### src/design/bmu_consts.svh
////////////////////////////////////////////////////////////////////////////
// bit-manipulation unit constants
// data width, result queue sizing, credit and counter widths and the
// configuration register map
////////////////////////////////////////////////////////////////////////////

`ifndef BMU_CONSTS_SVH
`define BMU_CONSTS_SVH

`define XLEN 32                   // rv32 only

// result queue, also the number of upstream credits after reset
`define BMU_QUEUE_DEPTH 4
`define BMU_QPTR_W 2              // queue pointer bits
`define BMU_QCNT_W 3              // occupancy bits, 0..depth

`define BMU_CREDIT_W 4            // downstream credit counter bits
`define BMU_ILLCOUNT_W 16         // illegal op counter bits

// configuration register map
`define CFG_ADDR_ENABLE 1'b0      // extension enables
`define CFG_ADDR_ILLCOUNT 1'b1    // illegal count, write clears

`endif

### src/design/bmuPkg.sv
////////////////////////////////////////////////////////////////////////////
// bit-manipulation unit types
// vector typedefs and the operation encoding shared by decode and execute
////////////////////////////////////////////////////////////////////////////

`include "bmu_consts.svh"

package bmuPkg;

  typedef logic [`XLEN-1:0] xlenT;       // operand and result
  typedef logic [31:0]      instrT;      // raw instruction word
  typedef logic [2:0]       extEnableT;  // bit0 zba, bit1 zbb, bit2 zbs
  typedef logic [0:0]       cfgAddrT;    // config register select

  typedef enum logic [4:0] {
    opShAdd1,                            // zba
    opShAdd2,
    opShAdd3,
    opAndn,                              // zbb logic with inverted operand
    opOrn,
    opXnor,
    opMin,                               // zbb compare
    opMinu,
    opMax,
    opMaxu,
    opRol,                               // zbb rotates
    opRor,
    opClz,                               // zbb counts
    opCtz,
    opCpop,
    opSextB,                             // zbb extends
    opSextH,
    opZextH,
    opRev8,                              // zbb byte ops
    opOrcB,
    opBclr,                              // zbs single bit
    opBset,
    opBinv,
    opBext,
    opNone                               // not a bit-manipulation op
  } bmuOpT;

endpackage

### src/design/bmuIssueIf.sv
////////////////////////////////////////////////////////////////////////////
// decode to execute issue bus
// one decoded op per valid cycle; execute never back-pressures because
// the upstream credits guarantee a free queue slot
////////////////////////////////////////////////////////////////////////////

`timescale 1ns/1ps

interface bmuIssueIf import bmuPkg::*; ();

  logic       valid;   // one-cycle qualifier
  bmuOpT      op;      // decoded operation
  logic       illegal; // unrecognized or disabled
  xlenT       srcA;    // rs1 value
  xlenT       srcB;    // rs2 value
  logic       useImm;  // immediate form, use shamt
  logic [4:0] shamt;   // rs2 field / immediate amount

  modport decode (
    output valid,
    output op,
    output illegal,
    output srcA,
    output srcB,
    output useImm,
    output shamt
  );

  modport execute (
    input valid,
    input op,
    input illegal,
    input srcA,
    input srcB,
    input useImm,
    input shamt
  );

endinterface

### src/design/bmuCfg.sv
////////////////////////////////////////////////////////////////////////////
// bit-manipulation configuration block
// per-extension enables steering the decoder and a saturating count of
// illegal ops reaching the result queue, both readable on cfgRdata
////////////////////////////////////////////////////////////////////////////

`timescale 1ns/1ps
`include "bmu_consts.svh"

module bmuCfg import bmuPkg::*; (
  input  logic      clk,
  input  logic      rstN,
  input  logic      cfgWrite,     // write strobe
  input  cfgAddrT   cfgAddr,      // register select
  input  xlenT      cfgWdata,     // write data
  output xlenT      cfgRdata,     // combinational read
  input  logic      illegalSeen,  // illegal op entering queue
  output extEnableT extEnable     // to decoder
);

  logic [`BMU_ILLCOUNT_W-1:0] illCount;  // illegal op count
  logic                       illSat;    // count at max

  assign illSat = &illCount;

  ////////////////////////////////////////////////////////////////////////////
  // extension enables
  ////////////////////////////////////////////////////////////////////////////

  always_ff @(posedge clk) begin
    if (!rstN) begin
      extEnable <= 3'b111;                       // all extensions on
    end else if (cfgWrite && cfgAddr == `CFG_ADDR_ENABLE) begin
      extEnable <= cfgWdata[2:0];
    end
  end

  ////////////////////////////////////////////////////////////////////////////
  // illegal counter
  ////////////////////////////////////////////////////////////////////////////

  always_ff @(posedge clk) begin
    if (!rstN) begin
      illCount <= '0;
    end else if (cfgWrite && cfgAddr == `CFG_ADDR_ILLCOUNT) begin
      illCount <= '0;                            // clear wins over count
    end else if (illegalSeen && !illSat) begin
      illCount <= illCount + 1'b1;               // saturate at all ones
    end
  end

  // read mux, zero extended
  always_comb begin
    case (cfgAddr)
      `CFG_ADDR_ENABLE: cfgRdata = xlenT'(extEnable);
      default:          cfgRdata = xlenT'(illCount);
    endcase
  end

endmodule

### src/design/bmuDecode.sv
////////////////////////////////////////////////////////////////////////////
// bit-manipulation decoder
// classifies rv32 zba, zbb and zbs encodings into a bmuOpT, flags
// unknown or disabled ones as illegal and registers the result onto
// the issue bus
////////////////////////////////////////////////////////////////////////////

`timescale 1ns/1ps

module bmuDecode import bmuPkg::*; (
  input  logic      clk,
  input  logic      rstN,
  input  logic      instrValid,  // one instruction this cycle
  input  instrT     instr,
  input  xlenT      srcA,
  input  xlenT      srcB,
  input  extEnableT extEnable,   // from config block
  bmuIssueIf.decode issue
);

  logic [6:0] opcode;
  logic [2:0] funct3;
  logic [6:0] funct7;
  logic [4:0] rs2;

  bmuOpT      decOp;      // raw table match
  extEnableT  extNeeded;  // one-hot extension of the match, 0 if none
  logic       decImm;     // immediate form
  logic       legal;      // matched and enabled

  assign opcode = instr[6:0];
  assign funct3 = instr[14:12];
  assign funct7 = instr[31:25];
  assign rs2    = instr[24:20];

  ////////////////////////////////////////////////////////////////////////////
  // main decode table
  ////////////////////////////////////////////////////////////////////////////

  always_comb begin
    decOp     = opNone;
    extNeeded = 3'b000;
    decImm    = 1'b0;
    casez ({opcode, funct7, funct3})
      // zbs
      17'b0010011_0100100_001: {decOp, extNeeded, decImm} = {opBclr, 3'b100, 1'b1}; // bclri
      17'b0010011_0100100_101: {decOp, extNeeded, decImm} = {opBext, 3'b100, 1'b1}; // bexti
      17'b0010011_0110100_001: {decOp, extNeeded, decImm} = {opBinv, 3'b100, 1'b1}; // binvi
      17'b0010011_0010100_001: {decOp, extNeeded, decImm} = {opBset, 3'b100, 1'b1}; // bseti
      17'b0110011_0100100_001: {decOp, extNeeded} = {opBclr, 3'b100};       // bclr
      17'b0110011_0100100_101: {decOp, extNeeded} = {opBext, 3'b100};       // bext
      17'b0110011_0110100_001: {decOp, extNeeded} = {opBinv, 3'b100};       // binv
      17'b0110011_0010100_001: {decOp, extNeeded} = {opBset, 3'b100};       // bset
      // zba
      17'b0110011_0010000_010: {decOp, extNeeded} = {opShAdd1, 3'b001};     // sh1add
      17'b0110011_0010000_100: {decOp, extNeeded} = {opShAdd2, 3'b001};     // sh2add
      17'b0110011_0010000_110: {decOp, extNeeded} = {opShAdd3, 3'b001};     // sh3add
      // zbb
      17'b0110011_0110000_001: {decOp, extNeeded} = {opRol, 3'b010};        // rol
      17'b0110011_0110000_101: {decOp, extNeeded} = {opRor, 3'b010};        // ror
      17'b0010011_0110000_101: {decOp, extNeeded, decImm} = {opRor, 3'b010, 1'b1}; // rori
      17'b0010011_0110000_001: begin                   // counts and sign extends
        extNeeded = 3'b010;
        case (rs2)
          5'b00000: decOp = opClz;
          5'b00001: decOp = opCtz;
          5'b00010: decOp = opCpop;
          5'b00100: decOp = opSextB;
          5'b00101: decOp = opSextH;
          default:  extNeeded = 3'b000;                // reserved rs2 code
        endcase
      end
      17'b0110011_0000100_100:                         // zext.h, rs2 must be 0
        if (rs2 == 5'b00000) {decOp, extNeeded} = {opZextH, 3'b010};
      17'b0110011_0100000_111: {decOp, extNeeded} = {opAndn, 3'b010};       // andn
      17'b0110011_0100000_110: {decOp, extNeeded} = {opOrn, 3'b010};        // orn
      17'b0110011_0100000_100: {decOp, extNeeded} = {opXnor, 3'b010};       // xnor
      17'b0010011_0110100_101:                         // rev8 rv32 form only
        if (rs2 == 5'b11000) {decOp, extNeeded} = {opRev8, 3'b010};
      17'b0010011_0010100_101:                         // orc.b
        if (rs2 == 5'b00111) {decOp, extNeeded} = {opOrcB, 3'b010};
      17'b0110011_0000101_100: {decOp, extNeeded} = {opMin, 3'b010};        // min
      17'b0110011_0000101_101: {decOp, extNeeded} = {opMinu, 3'b010};       // minu
      17'b0110011_0000101_110: {decOp, extNeeded} = {opMax, 3'b010};        // max
      17'b0110011_0000101_111: {decOp, extNeeded} = {opMaxu, 3'b010};       // maxu
      default: ;                                       // shifts, alu, zbc: not ours
    endcase
  end

  assign legal = |(extNeeded & extEnable);  // disabled extension reads as illegal

  ////////////////////////////////////////////////////////////////////////////
  // decode pipeline register
  ////////////////////////////////////////////////////////////////////////////

  always_ff @(posedge clk) begin
    if (!rstN) begin
      issue.valid <= 1'b0;
    end else begin
      issue.valid <= instrValid;
    end
  end

  always_ff @(posedge clk) begin
    if (instrValid) begin                      // payload, no reset
      issue.op      <= legal ? decOp : opNone;
      issue.illegal <= ~legal;
      issue.srcA    <= srcA;
      issue.srcB    <= srcB;
      issue.useImm  <= decImm;
      issue.shamt   <= rs2;
    end
  end

endmodule

### src/design/bmuExecute.sv
////////////////////////////////////////////////////////////////////////////
// bit-manipulation execute stage
// computes zba/zbb/zbs results, buffers them in a small circular queue
// and releases one per downstream credit, returning an upstream credit
// as each slot frees
////////////////////////////////////////////////////////////////////////////

`timescale 1ns/1ps
`include "bmu_consts.svh"

module bmuExecute import bmuPkg::*; (
  input  logic       clk,
  input  logic       rstN,
  bmuIssueIf.execute issue,
  input  logic       resultCredit,  // consumer grants one slot
  output logic       resultValid,   // one result this cycle
  output xlenT       result,
  output logic       illegal,
  output logic       instrCredit,   // slot freed, back to sender
  output logic       illegalSeen    // to illegal counter
);

  xlenT       opA;      // rs1
  xlenT       opB;      // rs2 or immediate
  logic [4:0] sh;       // shift / bit index
  xlenT       revA;     // opA bit reversed, for ctz
  xlenT       aluRes;

  xlenT                    resMem [`BMU_QUEUE_DEPTH];  // queue payload
  logic                    illMem [`BMU_QUEUE_DEPTH];
  logic [`BMU_QPTR_W-1:0]  wrPtr;
  logic [`BMU_QPTR_W-1:0]  rdPtr;
  logic [`BMU_QCNT_W-1:0]  qCount;   // occupancy
  logic [`BMU_CREDIT_W-1:0] dnCredit; // downstream credits held

  // leading zeros, 0..32
  function automatic logic [5:0] countLead(input xlenT value);
    logic [5:0] n;
    logic       hit;
    n   = '0;
    hit = 1'b0;
    for (int i = `XLEN - 1; i >= 0; i--) begin
      if (value[i]) hit = 1'b1;
      else if (!hit) n = n + 6'd1;
    end
    return n;
  endfunction

  function automatic logic [5:0] countOnes(input xlenT value);
    logic [5:0] n;
    n = '0;
    for (int i = 0; i < `XLEN; i++) n = n + 6'(value[i]);
    return n;
  endfunction

  ////////////////////////////////////////////////////////////////////////////
  // datapath
  ////////////////////////////////////////////////////////////////////////////

  assign opA  = issue.srcA;
  assign opB  = issue.useImm ? xlenT'(issue.shamt) : issue.srcB;
  assign sh   = opB[4:0];                          // only low 5 bits matter
  assign revA = {<<{opA}};

  always_comb begin
    case (issue.op)
      opShAdd1: aluRes = (opA << 1) + opB;
      opShAdd2: aluRes = (opA << 2) + opB;
      opShAdd3: aluRes = (opA << 3) + opB;
      opAndn:   aluRes = opA & ~opB;
      opOrn:    aluRes = opA | ~opB;
      opXnor:   aluRes = ~(opA ^ opB);
      opMin:    aluRes = ($signed(opA) < $signed(opB)) ? opA : opB;
      opMinu:   aluRes = (opA < opB) ? opA : opB;
      opMax:    aluRes = ($signed(opA) < $signed(opB)) ? opB : opA;
      opMaxu:   aluRes = (opA < opB) ? opB : opA;
      opRol:    aluRes = (opA << sh) | (opA >> (6'd32 - {1'b0, sh}));  // sh 0 gives opA
      opRor:    aluRes = (opA >> sh) | (opA << (6'd32 - {1'b0, sh}));
      opClz:    aluRes = xlenT'(countLead(opA));
      opCtz:    aluRes = xlenT'(countLead(revA));  // trailing = leading of reversed
      opCpop:   aluRes = xlenT'(countOnes(opA));
      opSextB:  aluRes = {{24{opA[7]}}, opA[7:0]};
      opSextH:  aluRes = {{16{opA[15]}}, opA[15:0]};
      opZextH:  aluRes = {16'b0, opA[15:0]};
      opRev8:   aluRes = {opA[7:0], opA[15:8], opA[23:16], opA[31:24]};
      opOrcB:   aluRes = {{8{|opA[31:24]}}, {8{|opA[23:16]}},
                          {8{|opA[15:8]}}, {8{|opA[7:0]}}};
      opBclr:   aluRes = opA & ~(xlenT'(1) << sh);
      opBset:   aluRes = opA | (xlenT'(1) << sh);
      opBinv:   aluRes = opA ^ (xlenT'(1) << sh);
      opBext:   aluRes = xlenT'((opA >> sh) & xlenT'(1));
      default:  aluRes = '0;                       // opNone, illegal
    endcase
  end

  assign illegalSeen = issue.valid & issue.illegal;  // counted as it enters queue

  ////////////////////////////////////////////////////////////////////////////
  // result queue and credits
  ////////////////////////////////////////////////////////////////////////////

  assign resultValid = (dnCredit != '0) && (qCount != '0);
  assign instrCredit = resultValid;                // slot frees as result leaves
  assign result      = resMem[rdPtr];
  assign illegal     = illMem[rdPtr];

  always_ff @(posedge clk) begin
    if (issue.valid) begin                         // always room, sender holds credit
      resMem[wrPtr] <= issue.illegal ? '0 : aluRes;
      illMem[wrPtr] <= issue.illegal;
    end
  end

  always_ff @(posedge clk) begin
    if (!rstN) begin
      wrPtr    <= '0;
      rdPtr    <= '0;
      qCount   <= '0;
      dnCredit <= '0;
    end else begin
      if (issue.valid)
        wrPtr <= (wrPtr == `BMU_QPTR_W'(`BMU_QUEUE_DEPTH - 1)) ? '0 : wrPtr + 1'b1;
      if (resultValid)
        rdPtr <= (rdPtr == `BMU_QPTR_W'(`BMU_QUEUE_DEPTH - 1)) ? '0 : rdPtr + 1'b1;
      qCount <= qCount + `BMU_QCNT_W'(issue.valid) - `BMU_QCNT_W'(resultValid);
      if (resultCredit && !resultValid && !(&dnCredit))
        dnCredit <= dnCredit + 1'b1;               // saturating grant
      else if (!resultCredit && resultValid)
        dnCredit <= dnCredit - 1'b1;
    end
  end

endmodule

### src/design/bmuTop.sv
////////////////////////////////////////////////////////////////////////////
// bit-manipulation unit top level
// config block, decoder and execute stage joined by the issue bus
////////////////////////////////////////////////////////////////////////////

`timescale 1ns/1ps

module bmuTop import bmuPkg::*; (
  input  logic    clk,
  input  logic    rstN,
  input  logic    instrValid,    // sender holds a credit
  input  instrT   instr,
  input  xlenT    srcA,
  input  xlenT    srcB,
  output logic    instrCredit,   // one credit back to sender
  output logic    resultValid,
  output xlenT    result,
  output logic    illegal,
  input  logic    resultCredit,  // consumer grants a slot
  input  logic    cfgWrite,
  input  cfgAddrT cfgAddr,
  input  xlenT    cfgWdata,
  output xlenT    cfgRdata
);

  extEnableT extEnable;    // cfg to decode
  logic      illegalSeen;  // execute to cfg

  bmuIssueIf issueBus ();

  bmuCfg uCfg (
    .clk, .rstN,
    .cfgWrite, .cfgAddr, .cfgWdata, .cfgRdata,
    .illegalSeen, .extEnable
  );

  bmuDecode uDecode (
    .clk, .rstN,
    .instrValid, .instr, .srcA, .srcB,
    .extEnable,
    .issue (issueBus.decode)
  );

  bmuExecute uExecute (
    .clk, .rstN,
    .issue (issueBus.execute),
    .resultCredit, .resultValid, .result, .illegal,
    .instrCredit, .illegalSeen
  );

endmodule

### config.mk
export PLATFORM = sky130hd
export DESIGN_NAME = bmuTop
export DESIGN_NICKNAME = d
export VERILOG_FILES = /design/src/design/bmuPkg.sv /design/src/design/bmuIssueIf.sv /design/src/design/bmuCfg.sv /design/src/design/bmuDecode.sv /design/src/design/bmuExecute.sv /design/src/design/bmuTop.sv
export VERILOG_INCLUDE_DIRS = /design/src /design/src/design
export SDC_FILE = /design/constraint.sdc
export NUM_CORES = 1
export LEC_CHECK = 0
export ABC_AREA = 1
export BUFFER_PORTS_ARGS = -buffer_cell sky130_fd_sc_hd__buf_2
export CORE_AREA = 2 2 345 347
export DETAILED_ROUTE_END_ITERATION = 16
export DIE_AREA = 0 0 347 349
export REMOVE_ABC_BUFFERS = 1
export SLEW_MARGIN = 20
export SYNTH_ARGS = -nofsm -noshare
export SYNTH_HDL_FRONTEND = slang
export SYNTH_HIERARCHICAL = 1
export SYNTH_SLANG_ARGS = --single-unit
### constraint.sdc
create_clock -name clk -period 17.8 [get_ports clk]
set_input_delay 3.56 -clock clk [delete_from_list [all_inputs] [get_ports clk]]
set_output_delay 3.56 -clock clk [all_outputs]
set_load 0.01 [all_outputs]
==> flow_metrics.tcl <==
set metrics [dict create \
    grt_pass1_vias 36805 \
    seq_power_share_pct 23.7 \
    min_period_over_period_pct 91.5 \
    status "complete, no violations" \
    rows 126 \
    ys_ff_latch 241 \
    postRouteAntennaNets 0 \
    seq_area_frac_synth_pct 19.7 \
    p_int_mw 1.48 \
    insertion_delay_ns 0.65 \
    drt_first_iter_violations 4141 \
    critPathCaptureType "flop" \
    start_util_pct 29.8 \
    hold_violations 0 \
    vias 39966 \
    skew_ns 0.0212 \
    nNetsFinal 6186 \
    die_y_um 349 \
    grt_pass1_wl_um 223000 \
    combPwrFrac_pct 54.0 \
    die_x_um 347 \
    ioPinCount 201 \
    dp_cells 7317 \
    cts_made_buffers 30 \
    finalMaxSlewViolations 0 \
    grt_util_all_layers_pct 24.0 \
    p_sw_mw 1.35 \
    cp.required_ns 18.19 \
    crit_family "simple AND/OR/NAND/NOR gates" \
    hpwl_um 115000 \
    worstPathArrival_ns 16.68 \
    ys.flop_type "edfxtp_1" \
    grt-ovfl-total 0 \
    netlist_area_mm2 0.0351 \
    place.gp.congestion 1.10 \
    layout-drive-gt1-share_pct 12.1 \
    start_kind "flop" \
    syn_inst 5740 \
    crit_path_max_fanout 10 \
    stdcell_count 7382 \
    max_slew_margin_pct 20.6 \
    r2r_slack_ns 1.50 \
    post-route-util_pct 33.0 \
    cts.sinks 241 \
    ys_async_sr_fraction_pct 0 \
    fmax_ghz 0.0614 \
    antenna_found_initial 13 \
    clockRootBuffer "clkbuf_16" \
    fin_hold_ws_ns 0.491 \
    nFillCells 12912 \
    ys_warn_count 6 \
    fp.coreArea_mm2 0.117 \
    p_leak_nw 18.4 \
    path_buf_inv 17 \
    cts_max_path_buffers 3 \
    crit_slowest_cell "a221oi_1" \
    final_cell_mix "nand2_1, inv_1, nor2_1" \
    wl_um 152000 \
    tightestPinTransition_ns 1.19 \
    power.density_mw_per_mm2 72.8 \
    grt_max_degree 74 \
    critPathKind "reg -> reg" \
    hold_path_class "reg -> reg" \
    period_needed_ns 16.30 \
    die_area_mm2 0.121 \
    hold_buffers 0 \
    p_total_mw 2.83 \
    p_sw_share_pct 47.8 \
    firstDrtPassIters 6 \
    finalSetupViolCount 0 \
    io_buffers 145 \
    peakVddDrop_v 0.0000848 \
    ys_types 78 \
    cts_tree "built" \
    cts.clk_slew.worst_paths_ns 0.06 \
    clock_power_share_pct 22.3 \
    synth_edf_count 208 \
    viasPerCell 5.41 \
    syn_area_per_cell_um2 6.11 \
    drv_cap 0 \
    syn_to_final_growth_pct 10.7 \
    wl_per_cell_um 20.5 \
    slowest_delay_ns 0.43 \
    path_common_cell "nand2_1" \
    cts-htree-levels 1 \
    route.detailed.drc 0 \
    layout.cells.most_common "nand2_1" \
]
## cell usage after synthesis (15+ instances only)
master     instances  area [um^2]
o21ai_0          549         2750
a211oi_1          20          150
nand3_1          407         2040
o211ai_1          54          405
a31oi_1           28          175
a21oi_1          245         1230
nor2_4            30          338
mux2i_1           15          150
nand3b_1          24          180
o221ai_1          47          412
dfxtp_1           33          661
edfxtp_1         208         6250
nor2_2            31          194
buf_4             21          158
nor3_1            76          380
a221oi_1          45          394
ha_1             204         2550
a2111oi_0         18          158
clkinv_1          18         67.6
inv_2             68          255
nor2_1           620         2330
clkbuf_1         177          664
xor2_1            25          219
o2111ai_1         26          228
nand2_2          116          726
nand2_1         1450         5440
nand3_2           68          681
buf_2             19         95.1
inv_1            750         2820
fa_1              29          581
nand4_1           55          344
o22ai_1           87          544
or2_2             23          144
## sequential cells by signal, summed over array words and instances, names as in the netlist, 4 cells and up, named ones only
register / count
uDecode/issue.op: 5
uCfg/illCount: 16
uDecode/issue.shamt: 5
uExecute/resMem: 128
uExecute/illMem: 4
uDecode/issue.srcB: 32
uExecute/dnCredit: 4
uDecode/issue.srcA: 32
## cells by family after synthesis
| kind of cell | Yosys count | share of synthesized area, % |
|---|---|---|
| AO/OA/AOI/OAI | 1199 | 20.2 |
| XOR/XNOR | 34 | 0.850 |
| adder cells (fa/ha/maj) | 233 | 8.94 |
| buffers and inverters | 1071 | 11.9 |
| flip-flops | 241 | 19.7 |
| multiplexers | 15 | 0.428 |
| other | 1 | 0.0107 |
| AND/OR/NAND/NOR | 2946 | 38.0 |
## path summary, 6_finish.rpt
path	from	end	cells after the start
worst max-delay path	uDecode/issue.srcA[30]$_DFFE_PP_	uExecute/resMem[3][4]$_DFFE_PP_	101
worst min-delay path	uExecute/dnCredit[3]$_SDFFE_PN0P_	uExecute/dnCredit[3]$_SDFFE_PN0P_	1
worst max register to register	uDecode/issue.srcA[30]$_DFFE_PP_	uExecute/resMem[3][4]$_DFFE_PP_	101
worst min register to register	uExecute/dnCredit[3]$_SDFFE_PN0P_	uExecute/dnCredit[3]$_SDFFE_PN0P_	1
## cell type report
cell class | count | area [um^2] | share of cell area, %
Multi-Input combinational cell | 4443 | 24200 | 62.3
Sequential cell | 241 | 6910 | 17.8
Inverter | 838 | 3150 | 8.12
Tap cell | 1536 | 1920 | 4.95
Timing Repair Buffer | 265 | 1640 | 4.23
Clock buffer | 32 | 758 | 1.95
Clock inverter | 24 | 246 | 0.635
Antenna cell | 3 | 7.51 | 0.0193
## through the flow
stage	setup WS [ns]	area, um^2	TNS [ns]
CTS	0.964	38700	0
floorplan	3.24	34100	0
finish	1.50	38800	0
detailed placement	1.06	37700	0
global route	-0.0441	38800	-0.165
global placement	1.20	37700	0
## what timing repair did
item,in CTS,in global routing
buffers inserted,0,6
endpoints found under the hold margin,0,0
gates resized for setup,0,21
setup endpoints to repair,0,20
## metal layers
metal  wire length, um  up-vias  track usage, %
li1                  -    19360               -
met1             61700    18264            30.1
met2             65100     1840            37.8
met3             14200      490            5.09
met4             10700       12            14.5
met5                99        -           0.240
## power groups by stage
stage | clock network [mW] | registers [mW] | logic, mW
2_1_floorplan | 0 | 0.697 | 0.953
3_3_place_gp | 0 | 0.682 | 1.46
3_5_place_dp | 0 | 0.682 | 1.48
4_1_cts | 0.653 | 0.670 | 1.48
5_1_grt | 0.671 | 0.672 | 1.69
6_report | 0.631 | 0.669 | 1.53
Note: power is estimated with default switching activity, not from simulation.
